$ cat src/dispatch_pkg.sv
// widths, typedefs and limits shared by the dispatch stage
// execution-type enum and dispatch-word layout

package dispatch_pkg;

    // warp and datapath geometry
    localparam int THREAD_CNT = 4;
    localparam int TID_W      = 2;
    localparam int XLEN       = 32;

    // at most this many instructions between dispatch and commit
    localparam int MAX_INFLIGHT = 7;
    localparam int INFLIGHT_W   = 3;

    localparam int PERF_W = 16;

    typedef logic [THREAD_CNT-1:0]      tmask_t;
    typedef logic [TID_W-1:0]           tid_t;
    typedef logic [7:0]                 uuid_t;
    typedef logic [3:0]                 op_t;
    typedef logic [31:0]                pc_t;
    typedef logic [4:0]                 reg_t;
    // one operand, thread 0 in the low XLEN bits
    typedef logic [THREAD_CNT*XLEN-1:0] lane_data_t;
    typedef logic [INFLIGHT_W-1:0]      inflight_t;
    typedef logic [PERF_W-1:0]          perf_t;

    typedef enum logic [1:0] {
        EX_ALU = 2'd0,
        EX_LSU = 2'd1,
        EX_SFU = 2'd2
    } ex_type_t;

    // dispatch word, most significant field first:
    // uuid, tmask, op, is_branch, pc, rd, rs1_data, rs2_data, last_tid
    localparam int DISPATCH_W = $bits(uuid_t)
                              + $bits(tmask_t)
                              + $bits(op_t)
                              + 1
                              + $bits(pc_t)
                              + $bits(reg_t)
                              + $bits(lane_data_t)
                              + $bits(lane_data_t)
                              + $bits(tid_t);

    typedef logic [DISPATCH_W-1:0] dispatch_word_t;

endpackage

$ cat src/dispatch_decode.sv
// decode side of the dispatch stage: unit select, last active thread,
// dispatch word packing, input handshake and per-unit stall counters

`timescale 1ns/100ps

module dispatch_decode import dispatch_pkg::*; (
    input  logic           clk,
    input  logic           reset,
    input  logic           flush,
    input  logic           in_valid,
    input  uuid_t          in_uuid,
    input  tmask_t         in_tmask,
    input  op_t            in_op,
    input  ex_type_t       in_ex_type,
    input  logic           in_is_branch,
    input  pc_t            in_pc,
    input  reg_t           in_rd,
    input  lane_data_t     in_rs1_data,
    input  lane_data_t     in_rs2_data,
    input  logic           alu_buf_ready,
    input  logic           lsu_buf_ready,
    input  logic           sfu_buf_ready,
    input  logic           issue_ok,
    output logic           in_ready,
    output logic           accept,
    output logic           push_alu,
    output logic           push_lsu,
    output logic           push_sfu,
    output dispatch_word_t dispatch_word,
    output perf_t          perf_stalls_alu,
    output perf_t          perf_stalls_lsu,
    output perf_t          perf_stalls_sfu
);

    logic sel_ready;
    logic stall;
    tid_t last_tid;

    // readiness of the buffer this instruction goes to
    always_comb begin
        case (in_ex_type)
            EX_ALU:  sel_ready = alu_buf_ready;
            EX_LSU:  sel_ready = lsu_buf_ready;
            EX_SFU:  sel_ready = sfu_buf_ready;
            default: sel_ready = 1'b0;
        endcase
    end

    // highest set mask bit, later iterations win
    always_comb begin
        last_tid = '0;
        for (int i = 0; i < THREAD_CNT; i++) begin
            if (in_tmask[i]) begin
                last_tid = tid_t'(i);
            end
        end
    end

    assign in_ready = sel_ready && issue_ok && !flush;
    assign accept   = in_valid && in_ready;

    assign push_alu = accept && (in_ex_type == EX_ALU);
    assign push_lsu = accept && (in_ex_type == EX_LSU);
    assign push_sfu = accept && (in_ex_type == EX_SFU);

    assign dispatch_word = {in_uuid, in_tmask, in_op, in_is_branch, in_pc, in_rd,
                            in_rs1_data, in_rs2_data, last_tid};

    assign stall = in_valid && !in_ready;

    // stall cycles, counted against the waiting instruction's unit
    always_ff @(posedge clk) begin
        if (reset) begin
            perf_stalls_alu <= '0;
            perf_stalls_lsu <= '0;
            perf_stalls_sfu <= '0;
        end else if (stall) begin
            if (in_ex_type == EX_ALU) perf_stalls_alu <= perf_stalls_alu + 1'b1;
            if (in_ex_type == EX_LSU) perf_stalls_lsu <= perf_stalls_lsu + 1'b1;
            if (in_ex_type == EX_SFU) perf_stalls_sfu <= perf_stalls_sfu + 1'b1;
        end
    end

    // an offered instruction always has at least one active thread
    tmask_nonzero: assert property (@(posedge clk) disable iff (reset)
        in_valid |-> (in_tmask != '0));

endmodule

$ cat src/dispatch_top.sv
// dispatch stage top level
// decode, in-flight staller and one queue per functional unit

`timescale 1ns/100ps

module dispatch_top import dispatch_pkg::*; (
    input  logic           clk,
    input  logic           reset,
    input  logic           flush,
    input  logic           commit,
    input  logic           in_valid,
    output logic           in_ready,
    input  uuid_t          in_uuid,
    input  tmask_t         in_tmask,
    input  op_t            in_op,
    input  ex_type_t       in_ex_type,
    input  logic           in_is_branch,
    input  pc_t            in_pc,
    input  reg_t           in_rd,
    input  lane_data_t     in_rs1_data,
    input  lane_data_t     in_rs2_data,
    output logic           alu_valid,
    input  logic           alu_ready,
    output dispatch_word_t alu_data,
    output logic           lsu_valid,
    input  logic           lsu_ready,
    output dispatch_word_t lsu_data,
    output logic           sfu_valid,
    input  logic           sfu_ready,
    output dispatch_word_t sfu_data,
    output perf_t          perf_stalls_alu,
    output perf_t          perf_stalls_lsu,
    output perf_t          perf_stalls_sfu
);

    logic           accept;
    logic           issue_ok;
    logic           push_alu;
    logic           push_lsu;
    logic           push_sfu;
    logic           alu_buf_ready;
    logic           lsu_buf_ready;
    logic           sfu_buf_ready;
    dispatch_word_t dispatch_word;

    dispatch_decode dispatch_decode_inst (
        .clk             (clk),
        .reset           (reset),
        .flush           (flush),
        .in_valid        (in_valid),
        .in_uuid         (in_uuid),
        .in_tmask        (in_tmask),
        .in_op           (in_op),
        .in_ex_type      (in_ex_type),
        .in_is_branch    (in_is_branch),
        .in_pc           (in_pc),
        .in_rd           (in_rd),
        .in_rs1_data     (in_rs1_data),
        .in_rs2_data     (in_rs2_data),
        .alu_buf_ready   (alu_buf_ready),
        .lsu_buf_ready   (lsu_buf_ready),
        .sfu_buf_ready   (sfu_buf_ready),
        .issue_ok        (issue_ok),
        .in_ready        (in_ready),
        .accept          (accept),
        .push_alu        (push_alu),
        .push_lsu        (push_lsu),
        .push_sfu        (push_sfu),
        .dispatch_word   (dispatch_word),
        .perf_stalls_alu (perf_stalls_alu),
        .perf_stalls_lsu (perf_stalls_lsu),
        .perf_stalls_sfu (perf_stalls_sfu)
    );

    execution_staller execution_staller_inst (
        .clk          (clk),
        .reset        (reset),
        .flush        (flush),
        .accept       (accept),
        .in_is_branch (in_is_branch),
        .commit       (commit),
        .issue_ok     (issue_ok)
    );

    fu_buffer alu_buffer (
        .clk       (clk),
        .reset     (reset),
        .flush     (flush),
        .in_valid  (push_alu),
        .in_ready  (alu_buf_ready),
        .in_data   (dispatch_word),
        .out_valid (alu_valid),
        .out_ready (alu_ready),
        .out_data  (alu_data)
    );

    fu_buffer lsu_buffer (
        .clk       (clk),
        .reset     (reset),
        .flush     (flush),
        .in_valid  (push_lsu),
        .in_ready  (lsu_buf_ready),
        .in_data   (dispatch_word),
        .out_valid (lsu_valid),
        .out_ready (lsu_ready),
        .out_data  (lsu_data)
    );

    fu_buffer sfu_buffer (
        .clk       (clk),
        .reset     (reset),
        .flush     (flush),
        .in_valid  (push_sfu),
        .in_ready  (sfu_buf_ready),
        .in_data   (dispatch_word),
        .out_valid (sfu_valid),
        .out_ready (sfu_ready),
        .out_data  (sfu_data)
    );

endmodule

$ cat src/execution_staller.sv
// in-flight tracking between dispatch and commit
// blocks issue at the in-flight limit and around branches

`timescale 1ns/100ps

module execution_staller import dispatch_pkg::*; (
    input  logic clk,
    input  logic reset,
    input  logic flush,
    input  logic accept,
    input  logic in_is_branch,
    input  logic commit,
    output logic issue_ok
);

    inflight_t count_r;
    inflight_t count_next;
    logic      branch_pending_r;
    logic      at_limit;
    logic      branch_waits;

    always_comb begin
        count_next = count_r;
        case ({accept, commit})
            2'b10:   count_next = count_r + 1'b1;
            2'b01:   count_next = count_r - 1'b1;
            default: count_next = count_r;
        endcase
    end

    assign at_limit = (count_r == inflight_t'(MAX_INFLIGHT));

    // a branch only goes out into an empty pipeline
    assign branch_waits = in_is_branch && (count_r != '0);

    assign issue_ok = !at_limit && !branch_waits && !branch_pending_r;

    always_ff @(posedge clk) begin
        if (reset || flush) begin
            count_r <= '0;
        end else begin
            count_r <= count_next;
        end
    end

    // held from branch acceptance until the pipeline drains again
    always_ff @(posedge clk) begin
        if (reset || flush) begin
            branch_pending_r <= 1'b0;
        end else if (accept && in_is_branch) begin
            branch_pending_r <= 1'b1;
        end else if (count_next == '0) begin
            branch_pending_r <= 1'b0;
        end
    end

    // commits only come back for instructions that were dispatched
    commit_has_owner: assert property (@(posedge clk) disable iff (reset)
        commit && !flush |-> (count_r != '0));

    // decode never transfers past a block raised here
    accept_only_when_ok: assert property (@(posedge clk) disable iff (reset)
        accept |-> issue_ok);

endmodule

$ cat src/fu_buffer.sv
// two-entry elastic queue for one functional unit
// registered head plus skid register, cleared by flush

`timescale 1ns/100ps

module fu_buffer import dispatch_pkg::*; (
    input  logic           clk,
    input  logic           reset,
    input  logic           flush,
    input  logic           in_valid,
    output logic           in_ready,
    input  dispatch_word_t in_data,
    output logic           out_valid,
    input  logic           out_ready,
    output dispatch_word_t out_data
);

    logic           skid_valid_r;
    dispatch_word_t skid_data_r;
    logic           push;
    logic           head_free;

    // full only when both head and skid hold an item
    assign in_ready = !skid_valid_r;
    assign push     = in_valid && in_ready;

    // head can take a new item this cycle
    assign head_free = !out_valid || out_ready;

    always_ff @(posedge clk) begin
        if (reset || flush) begin
            out_valid    <= 1'b0;
            skid_valid_r <= 1'b0;
        end else if (head_free) begin
            // skid item is older than anything arriving now
            if (skid_valid_r) begin
                out_valid    <= 1'b1;
                skid_valid_r <= 1'b0;
            end else begin
                out_valid <= push;
            end
        end else if (push) begin
            skid_valid_r <= 1'b1;
        end
    end

    always_ff @(posedge clk) begin
        if (head_free) begin
            if (skid_valid_r) begin
                out_data <= skid_data_r;
            end else if (push) begin
                out_data <= in_data;
            end
        end
    end

    always_ff @(posedge clk) begin
        if (!head_free && push) begin
            skid_data_r <= in_data;
        end
    end

    // held head stays put until the unit takes it
    head_stable: assert property (@(posedge clk) disable iff (reset)
        out_valid && !out_ready && !flush |=> $stable(out_data));

endmodule

$ cat config.mk
export PLATFORM = sky130hd
export DESIGN_NAME = dispatch_top
export DESIGN_NICKNAME = d
export VERILOG_FILES = /design/src/dispatch_pkg.sv /design/src/dispatch_decode.sv /design/src/dispatch_top.sv /design/src/execution_staller.sv /design/src/fu_buffer.sv
export SDC_FILE = /design/constraint.sdc
export NUM_CORES = 2
export LEC_CHECK = 0
export CAP_MARGIN = 20
export CORE_AREA = 2 2 516 518
export CTS_CLUSTER_SIZE = 8
export DETAILED_ROUTE_END_ITERATION = 8
export DIE_AREA = 0 0 518 520
export DONT_BUFFER_PORTS = 1
export PLACE_DENSITY = 0.39
export SYNTH_ARGS = -nofsm -noshare
export SYNTH_HDL_FRONTEND = slang
export SYNTH_SLANG_ARGS = --single-unit
$ cat constraint.sdc
create_clock -name clk -period 38.4 [get_ports clk]
set_input_delay 0 -clock clk [delete_from_list [all_inputs] [get_ports clk]]
set_output_delay 0 -clock clk [all_outputs]
set_load 0.02 [all_outputs]
==> reports/qor.yml <==
status:
  status: "completed"
global_route:
  grt_max_degree: 115
  antenna_found_initial: 17
  grt_pass1_vias: 35299
  grt_overflow: 0
  grt_usage_pct: 15.7
  grt_pass1_wl_mm: 303
timing:
  slew_viol_final: 0
  slew_headroom_pct: 30.1
  tightest_slew_ns: 1.05
  finClkSkew_ns: 0.0410
  period_needed_ns: 5.97
  max_freq_ghz: 0.168
  hold_viol_final: 0
  setup_violations: 0
  hold_ws_ns: 0.0629
  fin_tns_setup_ns: 0
  rsz0062_at_grt: "no"
  finalCritPeriodShare_pct: 15.5
clocking:
  htreeDepth: 5
  numCtsBuffers: 282
  cts_tree: "yes"
  clock_latency_ns: 0.84
  clockBufferDepth: 4
  clkTransAtPathRegs_ns: 0.05
  cts_root_buffer: "clkbuf_16"
  cts_setup_buffers: 0
  cts_sinks: 1930
power:
  p_per_area_nw_per_um2: 53.8
  leakage_nw: 27.7
  power_mw: 4.75
  max-vdd-ir-drop_v: 0.0000413
finish:
  nets: 4388
  mostFrequentLayoutCell: "edfxtp_1"
  layout_common_cells: "edfxtp_1, mux2_2, dlygate4sd3_1"
  area_growth_pct: 25.9
  nFillCells: 25129
  postLayoutCoreUtil_pct: 33.5
  layout-drive-gt1-share_pct: 32.3
critical_path:
  cpMaxStageDelayCell: "buf_4"
  slowest_delay_ns: 0.83
  cp_max_fo: 58
  worstPathArrival_ns: 6.40
  crit_required_ns: 38.83
  cpMostUsedCell: "buf_4"
  path_delay_family: "buffers and inverters"
  path_buf_inv: 6
  path_class: "flip-flop to flip-flop"
  startpoint_type: "flip-flop"
  end_kind: "flip-flop"
  cp_cell_sequence: "o31ai_1 -> nand3_1 -> dlygate4sd3_1 -> buf_4 -> nor2_8 -> nand2_1 -> nor4_2 -> buf_4 -> buf_4 -> buf_4 -> buf_4"
logic_synthesis:
  synth_top_area_cell: "edfxtp_1"
  synth_area_um2: 70100
  synthTopCellsByArea: "edfxtp_1, mux2_2, dfxtp_1"
  ys_ff_latch: 1930
  avgSynthCellArea_um2: 21.6
  netlist_instances: 3247
  yosysWarnings: 0
  netlist-cell-type-count: 52
  ys_seq_area_share_pct: 81.8
  synth.net_count: 3572
  synth_top_area_share_pct: 80.1
routing:
  ant_nets: 0
  routed_wl_mm: 219
  drt_first_pass_iters: 5
  drcViolationCount: 0
  routedWlPerCell_um: 28.7
  vias_per_cell: 4.46
  num_vias: 34135
  dr.first_iter.drc_count: 2562
placement:
  dp_hpwl_mm: 140
  gp_congestion: 0.791
  port_buffers: 0
floorplan:
  die-height_um: 520
  initial_core_util_pct: 26.6
  core-area_um2: 264000
  row_count: 189
  ioPinCount: 1308
  die_x_um: 518
  die_area_um2: 269000
worst_hold_path:
  holdCritPathClass: "input pin to flip-flop"
flow_run:
  maxCapViolations: 0
power by group:
part           switching [mW]  total (mW)  internal (mW)
sequential             0.0245        2.35           2.33
clock                   0.898        2.24           1.34
combinational          0.0749       0.153         0.0784
final timing paths:
kind                                                                   start                               endpoint  slack (ns)  cells after the start
worst max register to register  execution_staller_inst.count_r[0]$_SDFF_PP0_  sfu_buffer.skid_data_r[180]$_DFFE_PP_       32.43                     11
worst min-delay path                                                in_pc[9]  alu_buffer.skid_data_r[272]$_DFFE_PP_        0.06                      1
worst min register to register          sfu_buffer.skid_data_r[50]$_DFFE_PP_      sfu_buffer.out_data[50]$_DFFE_PP_        0.52                      1
worst max-delay path            execution_staller_inst.count_r[0]$_SDFF_PP0_  sfu_buffer.skid_data_r[180]$_DFFE_PP_       32.43                     11
timing repair:
item / in CTS / in global routing
gates resized for setup: 0 / 0
hold buffers: 600 / 0
endpoints found under the hold margin: 2172 / 0
cells in the mapped netlist, drive strengths merged:
library cell,count
edfxtp,1872
mux2,937
clkbuf,72
dfxtp,58
buf,47
nor2,44
xor2,28
a21oi,23
o21ai,22
o2111ai,17
or3,16
nand2,15
nand3,13
and3,9
inv,9
o211ai,8
nand4,5
nor3,5
nor4,5
and2,4
and4,4
ha,4
nor2b,4
a31oi,3
mux2i,3
or2,3
nand2b,2
o21a,2
o21ba,2
a211oi,1
a21o,1
and2b,1
fa,1
nor3b,1
nor4b,1
o22a,1
o31a,1
o31ai,1
or2b,1
xnor2,1
through the flow:
step	std cells	setup slack, ns	area [um^2]
after floorplan	3247	5.78	70100
after global placement	6712	32.57	74600
final	7656	32.43	88300
after global routing	7652	31.97	88300
after detailed placement	6712	32.55	74600
after CTS	7648	32.24	88300
per-layer routing:
layer,up-vias,global-route usage [%],wire (um)
met5,-,0,43
met4,6,4.44,5400
met3,305,7.28,22800
met2,1397,25.5,104000
met1,17866,18.6,86800
li1,14561,-,-
worst reg2reg max path, stage by stage (launching register included):
cell and delay (ns):
dfxtp_1 0.36, o31ai_1 0.27, nand3_1 0.09, dlygate4sd3_1 0.57
buf_4 0.27, nor2_8 0.25, nand2_1 0.19, nor4_2 0.32
buf_4 0.59, buf_4 0.77, buf_4 0.85, buf_4 0.88
kinds of logic (layout without fill, tap and decap cells):
family | Yosys count | count (layout) | synth area share (%)
DFF | 1930 | 1930 | 81.8
muxes | 940 | 940 | 15.1
AOI/OAI and AO/OA | 82 | 82 | 0.835
other | 0 | 8 | 0
and+or+nand+nor | 133 | 133 | 1.04
adders and majority gates | 5 | 5 | 0.0999
xor gates and xnor gates | 29 | 29 | 0.362
buffers and inverters | 128 | 996 | 0.785
final cells by class:
type / instances / area [um^2] / share of cell area [%]
clock inverter: 26 / 383 / 0.434
clock buffer: 310 / 7300 / 8.27
timing repair buffer: 651 / 6490 / 7.35
multi-input combinational: 1189 / 12300 / 13.9
inverter: 9 / 33.8 / 0.0383
sequential: 1930 / 57400 / 65.0
tap: 3533 / 4420 / 5.01
antenna: 8 / 20.0 / 0.0227
registers in the layout, summed over array words and instances (netlist names):
name / count
alu_buffer.skid_data_r: 312
dispatch_decode_inst.perf_stalls_lsu: 16
dispatch_decode_inst.perf_stalls_sfu: 16
lsu_buffer.out_valid: 1
sfu_buffer.out_valid: 1
lsu_buffer.out_data: 312
execution_staller_inst.branch_pending_r: 1
sfu_buffer.skid_data_r: 312
execution_staller_inst.count_r: 3
alu_buffer.out_valid: 1
lsu_buffer.skid_data_r: 312
sfu_buffer.out_data: 312
alu_buffer.skid_valid_r: 1
dispatch_decode_inst.perf_stalls_alu: 16
lsu_buffer.skid_valid_r: 1
sfu_buffer.skid_valid_r: 1
alu_buffer.out_data: 312
Power figures use the tool's default switching activity.
